==> src/rtl/touch_ui_pkg.sv <==
// Shared types and constants for the touch UI controller
// Holds screen geometry, hitbox bounds, the keypad grid and state encodings
// Compile this package before any other RTL file

`default_nettype none

package touch_ui_pkg;

    // ----------------------------------------------------------------------
    // Types
    // ----------------------------------------------------------------------
    typedef enum logic [1:0] {
        HOME     = 2'd0,
        BREAKOUT = 2'd1,
        GIF      = 2'd2,
        KEYPAD   = 2'd3
    } app_state_t;

    // Breakout sub-state, only meaningful while in BREAKOUT
    typedef enum logic [1:0] {
        B_IDLE      = 2'd0,
        B_PLAY      = 2'd1,
        B_GAME_OVER = 2'd2
    } brk_state_t;

    typedef logic [9:0]  game_x_t;
    typedef logic [8:0]  game_y_t;
    typedef logic [11:0] raw_coord_t;
    typedef logic [3:0]  hex_digit_t;
    // Bit 0 is segment a, a low bit lights the segment
    typedef logic [6:0]  seg7_t;

    // ----------------------------------------------------------------------
    // Geometry
    // ----------------------------------------------------------------------
    localparam int GAME_W = 320;
    localparam int GAME_H = 240;

    // Home screen icons
    localparam int ICON_W          = 48;
    localparam int ICON_H          = 48;
    localparam int ICON_MARGIN     = 16;
    localparam int ICON_HIT_MARGIN = 4;
    localparam int GIF_ICON_X0     = ICON_MARGIN;
    localparam int KP_ICON_X0      = (GAME_W - ICON_W) / 2;
    localparam int BRK_ICON_X0     = GAME_W - ICON_W - ICON_MARGIN;
    localparam int ICON_Y0         = ICON_MARGIN;
    // Label gap 8, text height 7, slack 12
    localparam int KP_LABEL_EXTRA  = 8 + 7 + 12;

    // Buttons, X0/Y0 inclusive and X1/Y1 exclusive
    localparam logic [8:0] PLAY_X0     = 9'd90;
    localparam logic [8:0] PLAY_X1     = 9'd230;
    localparam logic [8:0] PLAY_Y0     = 9'd80;
    localparam logic [8:0] PLAY_Y1     = 9'd120;
    localparam logic [8:0] EXIT_X0     = 9'd90;
    localparam logic [8:0] EXIT_X1     = 9'd230;
    localparam logic [8:0] EXIT_Y0     = 9'd140;
    localparam logic [8:0] EXIT_Y1     = 9'd180;
    // Shared by the GIF and keypad apps
    localparam logic [8:0] HOME_BTN_X0 = 9'd120;
    localparam logic [8:0] HOME_BTN_X1 = 9'd200;
    localparam logic [8:0] HOME_BTN_Y0 = 9'd10;
    localparam logic [8:0] HOME_BTN_Y1 = 9'd40;

    // Hex keypad, 4x4 keys, value = row * 4 + column
    localparam int KEY_X0   = 80;
    localparam int KEY_Y0   = 60;
    localparam int KEY_W    = 40;
    localparam int KEY_H    = 40;
    localparam int KEY_COLS = 4;
    localparam int KEY_ROWS = 4;

    // Paddle starts centered
    localparam logic [8:0] PADDLE_RESET_X = 9'd160;

endpackage

`default_nettype wire

==> src/rtl/app_controller.sv <==
// App controller for the touch console
// Runs the app FSM with its nested breakout FSM, drives the game controls,
// follows the paddle target and latches the last keypad key
// Expects registered tap/press and hit flags from the touch front end

`default_nettype none

module app_controller (
    input  wire                            clk_50,
    input  wire                            reset_n,
    input  wire                            tap,
    input  wire                            press,
    input  wire                            ball_lost,
    input  wire touch_ui_pkg::game_x_t     game_x,
    input  wire                            hit_gif_icon,
    input  wire                            hit_kp_icon,
    input  wire                            hit_brk_icon,
    input  wire                            hit_home_btn,
    input  wire                            hit_play,
    input  wire                            hit_exit,
    input  wire                            key_hit,
    input  wire touch_ui_pkg::hex_digit_t  key_value,
    output touch_ui_pkg::app_state_t       app_state,
    output touch_ui_pkg::brk_state_t       brk_state,
    output logic                           game_run,
    output logic                           new_game,
    output logic [8:0]                     paddle_target_x,
    output touch_ui_pkg::hex_digit_t       selected_hex
);

    import touch_ui_pkg::*;

    logic in_play;

    assign in_play = (app_state == BREAKOUT) && (brk_state == B_PLAY);

    // ----------------------------------------------------------------------
    // App and breakout FSMs
    // ----------------------------------------------------------------------
    always_ff @(posedge clk_50 or negedge reset_n) begin
        if (!reset_n) begin
            app_state <= HOME;
            brk_state <= B_IDLE;
            game_run  <= 1'b0;
            new_game  <= 1'b0;
        end else begin
            // One-cycle pulse
            new_game <= 1'b0;
            case (app_state)
                HOME: begin
                    // Breakout wins over the other icons
                    if (tap && hit_brk_icon) begin
                        app_state <= BREAKOUT;
                        brk_state <= B_PLAY;
                        game_run  <= 1'b1;
                        new_game  <= 1'b1;
                    end else if (tap && hit_gif_icon) begin
                        app_state <= GIF;
                    end else if (tap && hit_kp_icon) begin
                        app_state <= KEYPAD;
                    end
                end
                BREAKOUT: begin
                    case (brk_state)
                        B_PLAY: begin
                            if (ball_lost) begin
                                brk_state <= B_GAME_OVER;
                                game_run  <= 1'b0;
                            end
                        end
                        B_GAME_OVER: begin
                            if (tap && hit_play) begin
                                brk_state <= B_PLAY;
                                game_run  <= 1'b1;
                                new_game  <= 1'b1;
                            end else if (tap && hit_exit) begin
                                app_state <= HOME;
                                brk_state <= B_IDLE;
                            end
                        end
                        // Idle inside breakout is not a real screen, fall back home
                        default: begin
                            app_state <= HOME;
                            brk_state <= B_IDLE;
                            game_run  <= 1'b0;
                        end
                    endcase
                end
                // GIF and keypad apps share the home button
                default: begin
                    if (tap && hit_home_btn) begin
                        app_state <= HOME;
                    end
                end
            endcase
        end
    end

    // ----------------------------------------------------------------------
    // Paddle target follows the finger during play
    // ----------------------------------------------------------------------
    always_ff @(posedge clk_50 or negedge reset_n) begin
        if (!reset_n) begin
            paddle_target_x <= PADDLE_RESET_X;
        end else if (in_play && press) begin
            paddle_target_x <= game_x[8:0];
        end
    end

    // Keypad value latch
    always_ff @(posedge clk_50 or negedge reset_n) begin
        if (!reset_n) begin
            selected_hex <= '0;
        end else if ((app_state == KEYPAD) && tap && key_hit) begin
            selected_hex <= key_value;
        end
    end

endmodule

`default_nettype wire

==> src/rtl/hit_decoder.sv <==
// Hitbox tests for the mapped touch point
// Flags every icon, button and keypad key that contains the point
// Purely combinational, the app controller picks which flags matter

`default_nettype none

module hit_decoder (
    input  wire touch_ui_pkg::game_x_t game_x,
    input  wire touch_ui_pkg::game_y_t game_y,
    output logic                       hit_gif_icon,
    output logic                       hit_kp_icon,
    output logic                       hit_brk_icon,
    output logic                       hit_home_btn,
    output logic                       hit_play,
    output logic                       hit_exit,
    output logic                       key_hit,
    output touch_ui_pkg::hex_digit_t   key_value
);

    import touch_ui_pkg::*;

    logic [1:0] key_col;
    logic [1:0] key_row;

    // Point inside [x0,x1) x [y0,y1)
    function automatic logic in_box(
        input game_x_t px,
        input game_y_t py,
        input game_x_t x0,
        input game_x_t x1,
        input game_y_t y0,
        input game_y_t y1
    );
        return (px >= x0) && (px < x1) && (py >= y0) && (py < y1);
    endfunction

    // ----------------------------------------------------------------------
    // Home screen icons, widened by the hit margin on every side
    // ----------------------------------------------------------------------
    assign hit_gif_icon = in_box(game_x, game_y,
        game_x_t'(GIF_ICON_X0 - ICON_HIT_MARGIN),
        game_x_t'(GIF_ICON_X0 + ICON_W + ICON_HIT_MARGIN),
        game_y_t'(ICON_Y0 - ICON_HIT_MARGIN),
        game_y_t'(ICON_Y0 + ICON_H + ICON_HIT_MARGIN));

    // Keypad icon also covers its text label underneath
    assign hit_kp_icon = in_box(game_x, game_y,
        game_x_t'(KP_ICON_X0 - ICON_HIT_MARGIN),
        game_x_t'(KP_ICON_X0 + ICON_W + ICON_HIT_MARGIN),
        game_y_t'(ICON_Y0 - ICON_HIT_MARGIN),
        game_y_t'(ICON_Y0 + ICON_H + KP_LABEL_EXTRA + ICON_HIT_MARGIN));

    assign hit_brk_icon = in_box(game_x, game_y,
        game_x_t'(BRK_ICON_X0 - ICON_HIT_MARGIN),
        game_x_t'(BRK_ICON_X0 + ICON_W + ICON_HIT_MARGIN),
        game_y_t'(ICON_Y0 - ICON_HIT_MARGIN),
        game_y_t'(ICON_Y0 + ICON_H + ICON_HIT_MARGIN));

    // ----------------------------------------------------------------------
    // Buttons, exact bounds
    // ----------------------------------------------------------------------
    assign hit_home_btn = in_box(game_x, game_y,
        game_x_t'(HOME_BTN_X0), game_x_t'(HOME_BTN_X1), HOME_BTN_Y0, HOME_BTN_Y1);
    assign hit_play = in_box(game_x, game_y,
        game_x_t'(PLAY_X0), game_x_t'(PLAY_X1), PLAY_Y0, PLAY_Y1);
    assign hit_exit = in_box(game_x, game_y,
        game_x_t'(EXIT_X0), game_x_t'(EXIT_X1), EXIT_Y0, EXIT_Y1);

    // ----------------------------------------------------------------------
    // Keypad grid
    // ----------------------------------------------------------------------
    assign key_hit = in_box(game_x, game_y,
        game_x_t'(KEY_X0), game_x_t'(KEY_X0 + KEY_COLS * KEY_W),
        game_y_t'(KEY_Y0), game_y_t'(KEY_Y0 + KEY_ROWS * KEY_H));

    // Count inner grid lines left of / above the point, no divide needed
    always_comb begin
        key_col = 2'd0;
        key_row = 2'd0;
        for (int c = 1; c < KEY_COLS; c++) begin
            if (game_x >= game_x_t'(KEY_X0 + c * KEY_W)) begin
                key_col = key_col + 2'd1;
            end
        end
        for (int r = 1; r < KEY_ROWS; r++) begin
            if (game_y >= game_y_t'(KEY_Y0 + r * KEY_H)) begin
                key_row = key_row + 2'd1;
            end
        end
    end

    // Row * 4 + column
    assign key_value = {key_row, key_col};

endmodule

`default_nettype wire

==> src/rtl/seven_seg_decoder.sv <==
// Hex digit to seven-segment pattern
// Active-low segments, bit 0 drives segment a, bit 6 segment g

`default_nettype none

module seven_seg_decoder (
    input  wire touch_ui_pkg::hex_digit_t value,
    output touch_ui_pkg::seg7_t          seg
);

    // Pattern written as g..a
    always_comb begin
        case (value)
            4'h0: seg = 7'b1000000;
            4'h1: seg = 7'b1111001;
            4'h2: seg = 7'b0100100;
            4'h3: seg = 7'b0110000;
            4'h4: seg = 7'b0011001;
            4'h5: seg = 7'b0010010;
            4'h6: seg = 7'b0000010;
            4'h7: seg = 7'b1111000;
            4'h8: seg = 7'b0000000;
            4'h9: seg = 7'b0010000;
            // Letters, lower case b and d
            4'hA: seg = 7'b0001000;
            4'hB: seg = 7'b0000011;
            4'hC: seg = 7'b1000110;
            4'hD: seg = 7'b0100001;
            4'hE: seg = 7'b0000110;
            default: seg = 7'b0001110;
        endcase
    end

endmodule

`default_nettype wire

==> src/rtl/touch_mapper.sv <==
// Touch sample front end
// Turns raw panel coordinates into 320x240 screen coordinates
// Panel axes are swapped and the panel X axis runs opposite to screen Y
// All outputs are registered so the point, tap and press stay coherent

`default_nettype none

module touch_mapper (
    input  wire                     clk_50,
    input  wire                     reset_n,
    input  wire                     touch_valid,
    input  wire                     touch_down,
    input  wire touch_ui_pkg::raw_coord_t touch_x,
    input  wire touch_ui_pkg::raw_coord_t touch_y,
    output touch_ui_pkg::game_x_t   game_x,
    output touch_ui_pkg::game_y_t   game_y,
    output logic                    tap,
    output logic                    press
);

    import touch_ui_pkg::*;

    logic [9:0] x_src;
    game_x_t    x_next;
    logic [7:0] y_src;
    logic [7:0] y_clamped;
    game_y_t    y_next;
    logic       touch_down_d;

    // Screen X comes from panel Y, clipped at the right edge
    assign x_src  = touch_y[9:0];
    assign x_next = (x_src > game_x_t'(GAME_W - 1)) ? game_x_t'(GAME_W - 1) : x_src;

    // Screen Y comes from panel X, clipped then flipped
    assign y_src     = touch_x[7:0];
    assign y_clamped = (y_src > 8'(GAME_H - 1)) ? 8'(GAME_H - 1) : y_src;
    assign y_next    = game_y_t'(GAME_H - 1) - {1'b0, y_clamped};

    always_ff @(posedge clk_50 or negedge reset_n) begin
        if (!reset_n) begin
            touch_down_d <= 1'b0;
            game_x       <= '0;
            game_y       <= '0;
            tap          <= 1'b0;
            press        <= 1'b0;
        end else begin
            touch_down_d <= touch_down;
            game_x       <= x_next;
            game_y       <= y_next;
            // Rising edge of touch_down only counts with a valid sample
            tap          <= touch_valid && touch_down && !touch_down_d;
            press        <= touch_valid && touch_down;
        end
    end

endmodule

`default_nettype wire

==> src/rtl/touch_ui_top.sv <==
// Top level of the touch UI controller
// Touch samples come in from the panel poller, ball_lost from the game core
// Outputs drive the game core, the app screens and the HEX0 display

`default_nettype none

module touch_ui_top (
    input  wire                            clk_50,
    input  wire                            reset_n,
    input  wire                            touch_valid,
    input  wire                            touch_down,
    input  wire touch_ui_pkg::raw_coord_t  touch_x,
    input  wire touch_ui_pkg::raw_coord_t  touch_y,
    input  wire                            ball_lost,
    output touch_ui_pkg::app_state_t       app_state,
    output touch_ui_pkg::brk_state_t       brk_state,
    output logic                           game_run,
    output logic                           new_game,
    output logic [8:0]                     paddle_target_x,
    output touch_ui_pkg::hex_digit_t       selected_hex,
    output touch_ui_pkg::seg7_t            hex0
);

    import touch_ui_pkg::*;

    // Mapped touch, one cycle behind the raw sample
    game_x_t    game_x;
    game_y_t    game_y;
    logic       tap;
    logic       press;

    // Hit flags
    logic       hit_gif_icon;
    logic       hit_kp_icon;
    logic       hit_brk_icon;
    logic       hit_home_btn;
    logic       hit_play;
    logic       hit_exit;
    logic       key_hit;
    hex_digit_t key_value;

    touch_mapper u_touch_mapper (
        .clk_50      (clk_50),
        .reset_n     (reset_n),
        .touch_valid (touch_valid),
        .touch_down  (touch_down),
        .touch_x     (touch_x),
        .touch_y     (touch_y),
        .game_x      (game_x),
        .game_y      (game_y),
        .tap         (tap),
        .press       (press)
    );

    hit_decoder u_hit_decoder (
        .game_x       (game_x),
        .game_y       (game_y),
        .hit_gif_icon (hit_gif_icon),
        .hit_kp_icon  (hit_kp_icon),
        .hit_brk_icon (hit_brk_icon),
        .hit_home_btn (hit_home_btn),
        .hit_play     (hit_play),
        .hit_exit     (hit_exit),
        .key_hit      (key_hit),
        .key_value    (key_value)
    );

    app_controller u_app_controller (
        .clk_50          (clk_50),
        .reset_n         (reset_n),
        .tap             (tap),
        .press           (press),
        .ball_lost       (ball_lost),
        .game_x          (game_x),
        .hit_gif_icon    (hit_gif_icon),
        .hit_kp_icon     (hit_kp_icon),
        .hit_brk_icon    (hit_brk_icon),
        .hit_home_btn    (hit_home_btn),
        .hit_play        (hit_play),
        .hit_exit        (hit_exit),
        .key_hit         (key_hit),
        .key_value       (key_value),
        .app_state       (app_state),
        .brk_state       (brk_state),
        .game_run        (game_run),
        .new_game        (new_game),
        .paddle_target_x (paddle_target_x),
        .selected_hex    (selected_hex)
    );

    // HEX0 shows the latched key
    seven_seg_decoder u_seven_seg_decoder (
        .value (selected_hex),
        .seg   (hex0)
    );

endmodule

`default_nettype wire

==> config.mk <==
export PLATFORM = sky130hd
export DESIGN_NAME = touch_ui_top
export DESIGN_NICKNAME = d
export VERILOG_FILES = /design/src/rtl/touch_ui_pkg.sv /design/src/rtl/app_controller.sv /design/src/rtl/hit_decoder.sv /design/src/rtl/seven_seg_decoder.sv /design/src/rtl/touch_mapper.sv /design/src/rtl/touch_ui_top.sv
export SDC_FILE = /design/constraint.sdc
export NUM_CORES = 1
export LEC_CHECK = 0
export BUFFER_PORTS_ARGS = -buffer_cell sky130_fd_sc_hd__buf_2
export CELL_PAD_IN_SITES_DETAIL_PLACEMENT = 0
export CELL_PAD_IN_SITES_GLOBAL_PLACEMENT = 2
export CORE_ASPECT_RATIO = 1.75
export CORE_UTILIZATION = 36
export CTS_CLUSTER_DIAMETER = 80
export DETAILED_ROUTE_END_ITERATION = 8
export GPL_TIMING_DRIVEN = 0
export PLACE_DENSITY_LB_ADDON = 0.1
export SYNTH_ARGS = -nofsm -noshare
export SYNTH_HDL_FRONTEND = slang
export SYNTH_SLANG_ARGS = --single-unit
==> constraint.sdc <==
create_clock -name clk_50 -period 5.05 [get_ports clk_50]
set_clock_uncertainty 0.05 [all_clocks]
set_input_delay 0.505 -clock clk_50 [delete_from_list [all_inputs] [get_ports clk_50]]
set_output_delay 0.505 -clock clk_50 [all_outputs]
set_load 0.02 [all_outputs]
# After elaboration in Yosys (flattened, before gate mapping)

Memory sizes are Yosys's and may differ from the RTL's.
Cells that the tools add are included.

Add/subtract/negate cells: 5
$lt $le $gt $ge: 29
Eq/ne operators: 12
Muxes and demuxes: 30
Reduce and logical (&&, ||, !) cells: 39

Operators by type and width:

| operator            | number |
|---|---|
| $ge 10x8->1 const B | 4 |
| $lt 10x8->1 const B | 4 |
| $logic_and 1x1->1   | 32 |
| $ge 10x7->1 const B | 3 |
| $lt 9x7->1 const B  | 3 |
| $mux 2              | 13 |
| $ge 9x4->1 const B  | 2 |
| $ge 9x7->1 const B  | 2 |
| $ge 9x8->1 const B  | 2 |
| $lt 9x8->1 const B  | 2 |
| $pmux 2 s2          | 4 |
| $ne 3x3->1 const B  | 4 |
| $ge 10x4->1 const B | 1 |
| $gt 10x9->1 const B | 1 |
| $lt 10x7->1 const B | 1 |
| $lt 10x9->1 const B | 1 |
| $mux 10             | 1 |
| $ge 9x6->1 const B  | 1 |
| $lt 9x6->1 const B  | 1 |
| $sub 8x8->9 const A | 1 |
| $gt 8x8->1 const B  | 1 |
| $mux 1              | 8 |
| $mux 8              | 1 |
| $reduce_and 4->1    | 2 |
| 14 further kinds    | 20 |

Flip-flop bits (word level): 41
Bits in read-only memories: 112
Bits of input ports: 29
Logic and storage cells: 127
Memories: 1

Memory list:

| name             | words | bits a word | read ports | clocked after Yosys merged registers in | wr ports | RTL line                | text |
|---|---|---|---|---|---|---|---|
| (name not given) | 16    | 7           | 1          | 0                                       | 0        | seven_seg_decoder.sv:13 | `case (value)` |

# Logic depth before layout (Yosys ltp)

Word-level depth: 9
Depth in mapped cells: 9
Depth with buffers taken out: 8

# Hierarchy

A second synthesis with hierarchy kept.

Cells, all modules: 234
Area, all modules: 2419.8 um^2

Modules (own cells, without submodules):

| module            | times used | cells each | area an instance (um^2) | seq. area each (um^2) |
|---|---|---|---|---|
| app_controller    | 1          | 69         | 882.1                   | 478.0 |
| touch_mapper      | 1          | 50         | 708.2                   | 550.5 |
| hit_decoder       | 1          | 83         | 554.3                   | 0.0 |
| seven_seg_decoder | 1          | 32         | 275.3                   | 0.0 |

# Worst setup path before layout

OpenSTA, ideal clock, no wires.

Path kind: register to register
From: register u_touch_mapper.game_y[8]
To: register u_app_controller.app_state[0]
Setup time: 0.128 ns
Arrival: 2.166 ns
Required time: 4.872 ns
Slack: 2.707 ns
Cell stages (with the launch flop): 6
Cell sequence: dfrtp_1 or4b_4 a211o_1 o41a_1 nor4_2 mux2_1

Longest elaborated chain between the ends: 7

Ends and longest elaborated chain:

| element                         | RTL line             | text |
|---|---|---|
| start, declared                 | touch_mapper.sv:16   | `output touch_ui_pkg::game_y_t game_y,` |
| start signal, assigned          | touch_mapper.sv:49   | `game_y <= y_next;` |
| $ge 9x4->1                      | hit_decoder.sv:34    | `return (px >= x0) && (px < x1) && (py >= y0) && (py < y1);` |
| $logic_and 1x1->1 (2 in series) | hit_decoder.sv:34    |  |
| $logic_and 1x1->1               | app_controller.sv:57 | `end else if (tap && hit_gif_icon) begin` |
| $mux 2                          | app_controller.sv:57 |  |
| $mux 2                          | app_controller.sv:52 | `if (tap && hit_brk_icon) begin` |
| $pmux 2 s2                      | app_controller.sv:49 | `case (app_state)` |
| end signal, assigned            | app_controller.sv:53 | `app_state <= BREAKOUT;` |
| end signal, assigned            | app_controller.sv:58 | `app_state <= GIF;` |
| end signal, assigned            | app_controller.sv:60 | `app_state <= KEYPAD;` |
| end, declared                   | app_controller.sv:23 | `output touch_ui_pkg::app_state_t app_state,` |

Several ways; a longest one is shown, not always the timed one.
A chain may end at the register's enable or synchronous reset.

# Worst setup path after layout

From: register u_touch_mapper.game_x[8]
To: register u_app_controller.app_state[0]

Longest elaborated chain between the ends: 8

Ends and longest elaborated chain:

| element                                           | RTL line             | text |
|---|---|---|
| start, declared                                   | touch_mapper.sv:15   | `output touch_ui_pkg::game_x_t game_x,` |
| start signal, assigned                            | touch_mapper.sv:48   | `game_x <= x_next;` |
| $ge 10x4->1 / $lt 10x7->1 (equally long branches) | hit_decoder.sv:34    |  |
| $logic_and 1x1->1 (3 in series)                   | hit_decoder.sv:34    |  |
| $logic_and 1x1->1                                 | app_controller.sv:57 |  |
| $mux 2                                            | app_controller.sv:57 |  |
| $mux 2                                            | app_controller.sv:52 |  |
| $pmux 2 s2                                        | app_controller.sv:49 |  |

Several ways; a longest one is shown, not always the timed one.

==> impl_results.md <==
- CP max-delay cell: or4b_4
- Share of power burned in registers: 44.6%
- Finished Layout Cells: 366
- Clk slew on worst S/H paths: 0.08 ns
- Final design utilization: 44.4%
- Maximum clock path buffer count: 2
- Cells after DPL: approximately 360
- Post-CTS Setup Inserts: 0
- RSZ-0062 raised after global routing: no
- Antenna-violating nets left: 0
- Main synth FF type: dfrtp_1
- Top cells by count, synth: dfrtp_1, nor2_1, nand2_1
- Clock Sinks: between 40 and 50
- First-pass GRT wire length: 8600 µm
- Routed wire length: between 5000 and 6000 µm
- Remaining global-route overflow: 0
- Hold_buf cts: 0
- Syn Inst Count: 229
- Cts bufs inserted: 5
- Fillers: 629
- PostCTS Resize Cnt: 0
- Initial antenna violation count: 0
- Number of global-route vias before repair: 1819
- WS Path Type: flip-flop to flip-flop
- Post-synth EDFFs: 0
- Met3 Use GR: 2.64%
- Design area: 2770 µm²
- HPWL after DPL: 3900 µm
- CTS Root Cell: clkbuf_8
- Port bufs: between 40 and 50
- Initial drt markers: 48
- Int Pwr: about 0.63 mW
- Synth unique cells: 54
- Nets: 325
- Die Y-Extent: 108 µm
- Synth top area share: between 40% and 50%
- Grt met2 use: 31.4%
- Synthesized flop and latch total: 41
- Setup TNS: 0 ns
- Period minus WS final: 2.57 ns
- Combinational Power Share: 30.5%
- Final weighted congestion in routability-driven placement: 0.792
- WP data required: 5.18 ns
- Critical Path Start Type: flip-flop
- Placed Area: 2660 µm²
- Share of layout cells above drive strength 1: 29.0%
- Largest net degree at the start of global routing: 42
- Leak Pwr: roughly 1.3 nW
- Initial core utilization: between 30% and 40%
- Synth warnings: 0
- Grt met1 use: 18.5%
- Crit path DAT: 2.70 ns
- Multi-input gate area: approximately 1200 µm²
- IO Count: 55
- Max Fclk: 0.389 GHz
- Ys async rst share: 100%
- Slew margin rel.: 39.7%
- PwrDens: 352 nW/µm²
- Pre-CTS WS: ~2.5 ns
- Clock latency on the worst-skew pair: approximately 0.29 ns
- H-Tree Depth: 2
- Setup-failing EPs final: 0
- Status: completed
- Sw frac: 34.8%
- FP Rows: 38
- Max Slew Vio Count: 0
- FF+latch area: 1030 µm²
- Switching power: 0.339 mW
- Peak supply drop: about 0.2 mV
- Core ar.: 6230 µm²
- Worst hold slack: 0.271 ns
- Die W: 62.7 µm
- Final worst path period share: 50.9%
- Syn Area/Cell: slightly above 10 µm²
- CTS tree: done
- CP cell instances: or4b_4, a221oi_2, nand3_1, nor4b_2, nor4_2, mux2_1
- Via count: 1847
- DR pass1 iterations: 4
- Hold Violations, Final: 0
- Vias per std cell: 5.05
- Worst hold path type: primary input to asynchronous set/reset pin
- # diodes: 0
- Total power draw: 0.974 mW
- Die area: 6780 µm²
- Post-synth top area cell: dfrtp_1
- Synthesized area: 2320 µm²
- Most Crowded Layer GR: met2
- CP endpoint kind: flip-flop
- Number of remaining DRC errors: 0
- Total Routing Usage GR: 16.4%
- Final WS setup: 2.48 ns
- Maxcap violations: 0
- CP max FO: 6
- Seq/Total Area, Yosys: 44.4%
- Largest cells by area after synthesis: dfrtp_1, ha_1, mux2_2
- Most instantiated library cell after synthesis: dfrtp_1
- Area growth, synth to finish: 19.4%
- Delay of the slowest cell on the worst path: a little under 0.6 ns
- Clock power frac: 24.9%
- DR WL/cell: 13.8 µm
- Worst Max-Slew Pin Slew: 0.905 ns
## kinds of logic (layout without fill, tap and decap cells)
family | after synthesis | after routing | share of synthesized area (%)
simple gates | 82 | 82 | 20.3
compound gates | 50 | 50 | 15.1
flops | 41 | 41 | 44.4
buf+inv | 23 | 79 | 4.05
mux | 18 | 18 | 8.96
fa+ha+maj | 11 | 11 | 5.94
xor+xnor | 3 | 3 | 1.13
other cells | 1 | 2 | 0.162
## state kept, by name, summed over array words and instances (netlist names), 2 cells and up
name                              flops
u_app_controller.app_state            2
u_app_controller.brk_state            2
u_app_controller.paddle_target_x      9
u_app_controller.selected_hex         4
u_touch_mapper.game_x                10
u_touch_mapper.game_y                 9
## cells in the final DEF (no fill, tap or decap), types with 5 or more instances in the layout
| master | instances |
|---|---|
| nand2_1 | 12 |
| nor4_1 | 5 |
| mux2_2 | 11 |
| or3_1 | 7 |
| clkbuf_1 | 6 |
| ha_1 | 11 |
| nor2_1 | 23 |
| dfrtp_1 | 39 |
| inv_1 | 11 |
| buf_2 | 54 |
| mux2i_1 | 5 |
| clkbuf_8 | 7 |
| nor2b_1 | 5 |
| o21ai_0 | 9 |
| o21a_1 | 6 |
| a21oi_1 | 10 |
## power by group through the flow
stage | clock [mW] | sequential [mW] | combinational (mW)
after floorplan | 0 | 0.484 | 0.151
after global placement | 0 | 0.441 | 0.299
after detailed placement | 0 | 0.443 | 0.300
after CTS | 0.252 | 0.436 | 0.302
after global routing | 0.268 | 0.447 | 0.330
final | 0.243 | 0.434 | 0.297
## worst max-delay path: cells and delay by family, from the launching register on
kind	cells	cell delay [ns]
simple gates	4	1.33
mux	1	0.33
compound gates	1	0.29
flops	1	0.46
## cell type report
cell class              count  area share, %
repair buffers             48           8.68
multi-input cells         166           43.4
plain buffers              12           1.90
flip-flops and latches     41           37.2
inverters                  11           1.49
clock buffers               7           3.48
well taps                  80           3.62
clock inverters             1          0.316
## per-layer routing
layer,vias to the layer above,share of wire [%]
li1,937,-
met1,861,39
met2,44,57
met3,5,2.9
met4,0,1.2
met5,-,0
## final timing paths
| check | from | to | slack (ns) | depth (start not counted) |
|---|---|---|---|---|
| max | u_touch_mapper.game_x[8]$_DFF_PN0_ | u_app_controller.app_state[0]$_DFFE_PN0P_ | 2.48 | 6 |
| max reg2reg | u_touch_mapper.game_x[8]$_DFF_PN0_ | u_app_controller.app_state[0]$_DFFE_PN0P_ | 2.48 | 6 |
| min reg2reg | u_touch_mapper.touch_down_d$_DFF_PN0_ | u_touch_mapper.tap$_DFF_PN0_ | 0.36 | 1 |
| min | reset_n | u_app_controller.selected_hex[2]$_DFFE_PN0P_ | 0.27 | 1 |
| min in group clk_50 | touch_down | u_touch_mapper.touch_down_d$_DFF_PN0_ | 0.27 | 1 |
| max in group asynchronous | reset_n | u_app_controller.app_state[1]$_DFFE_PN0P_ | 4.10 | 1 |
Note: power is estimated with default switching activity, not from simulation.
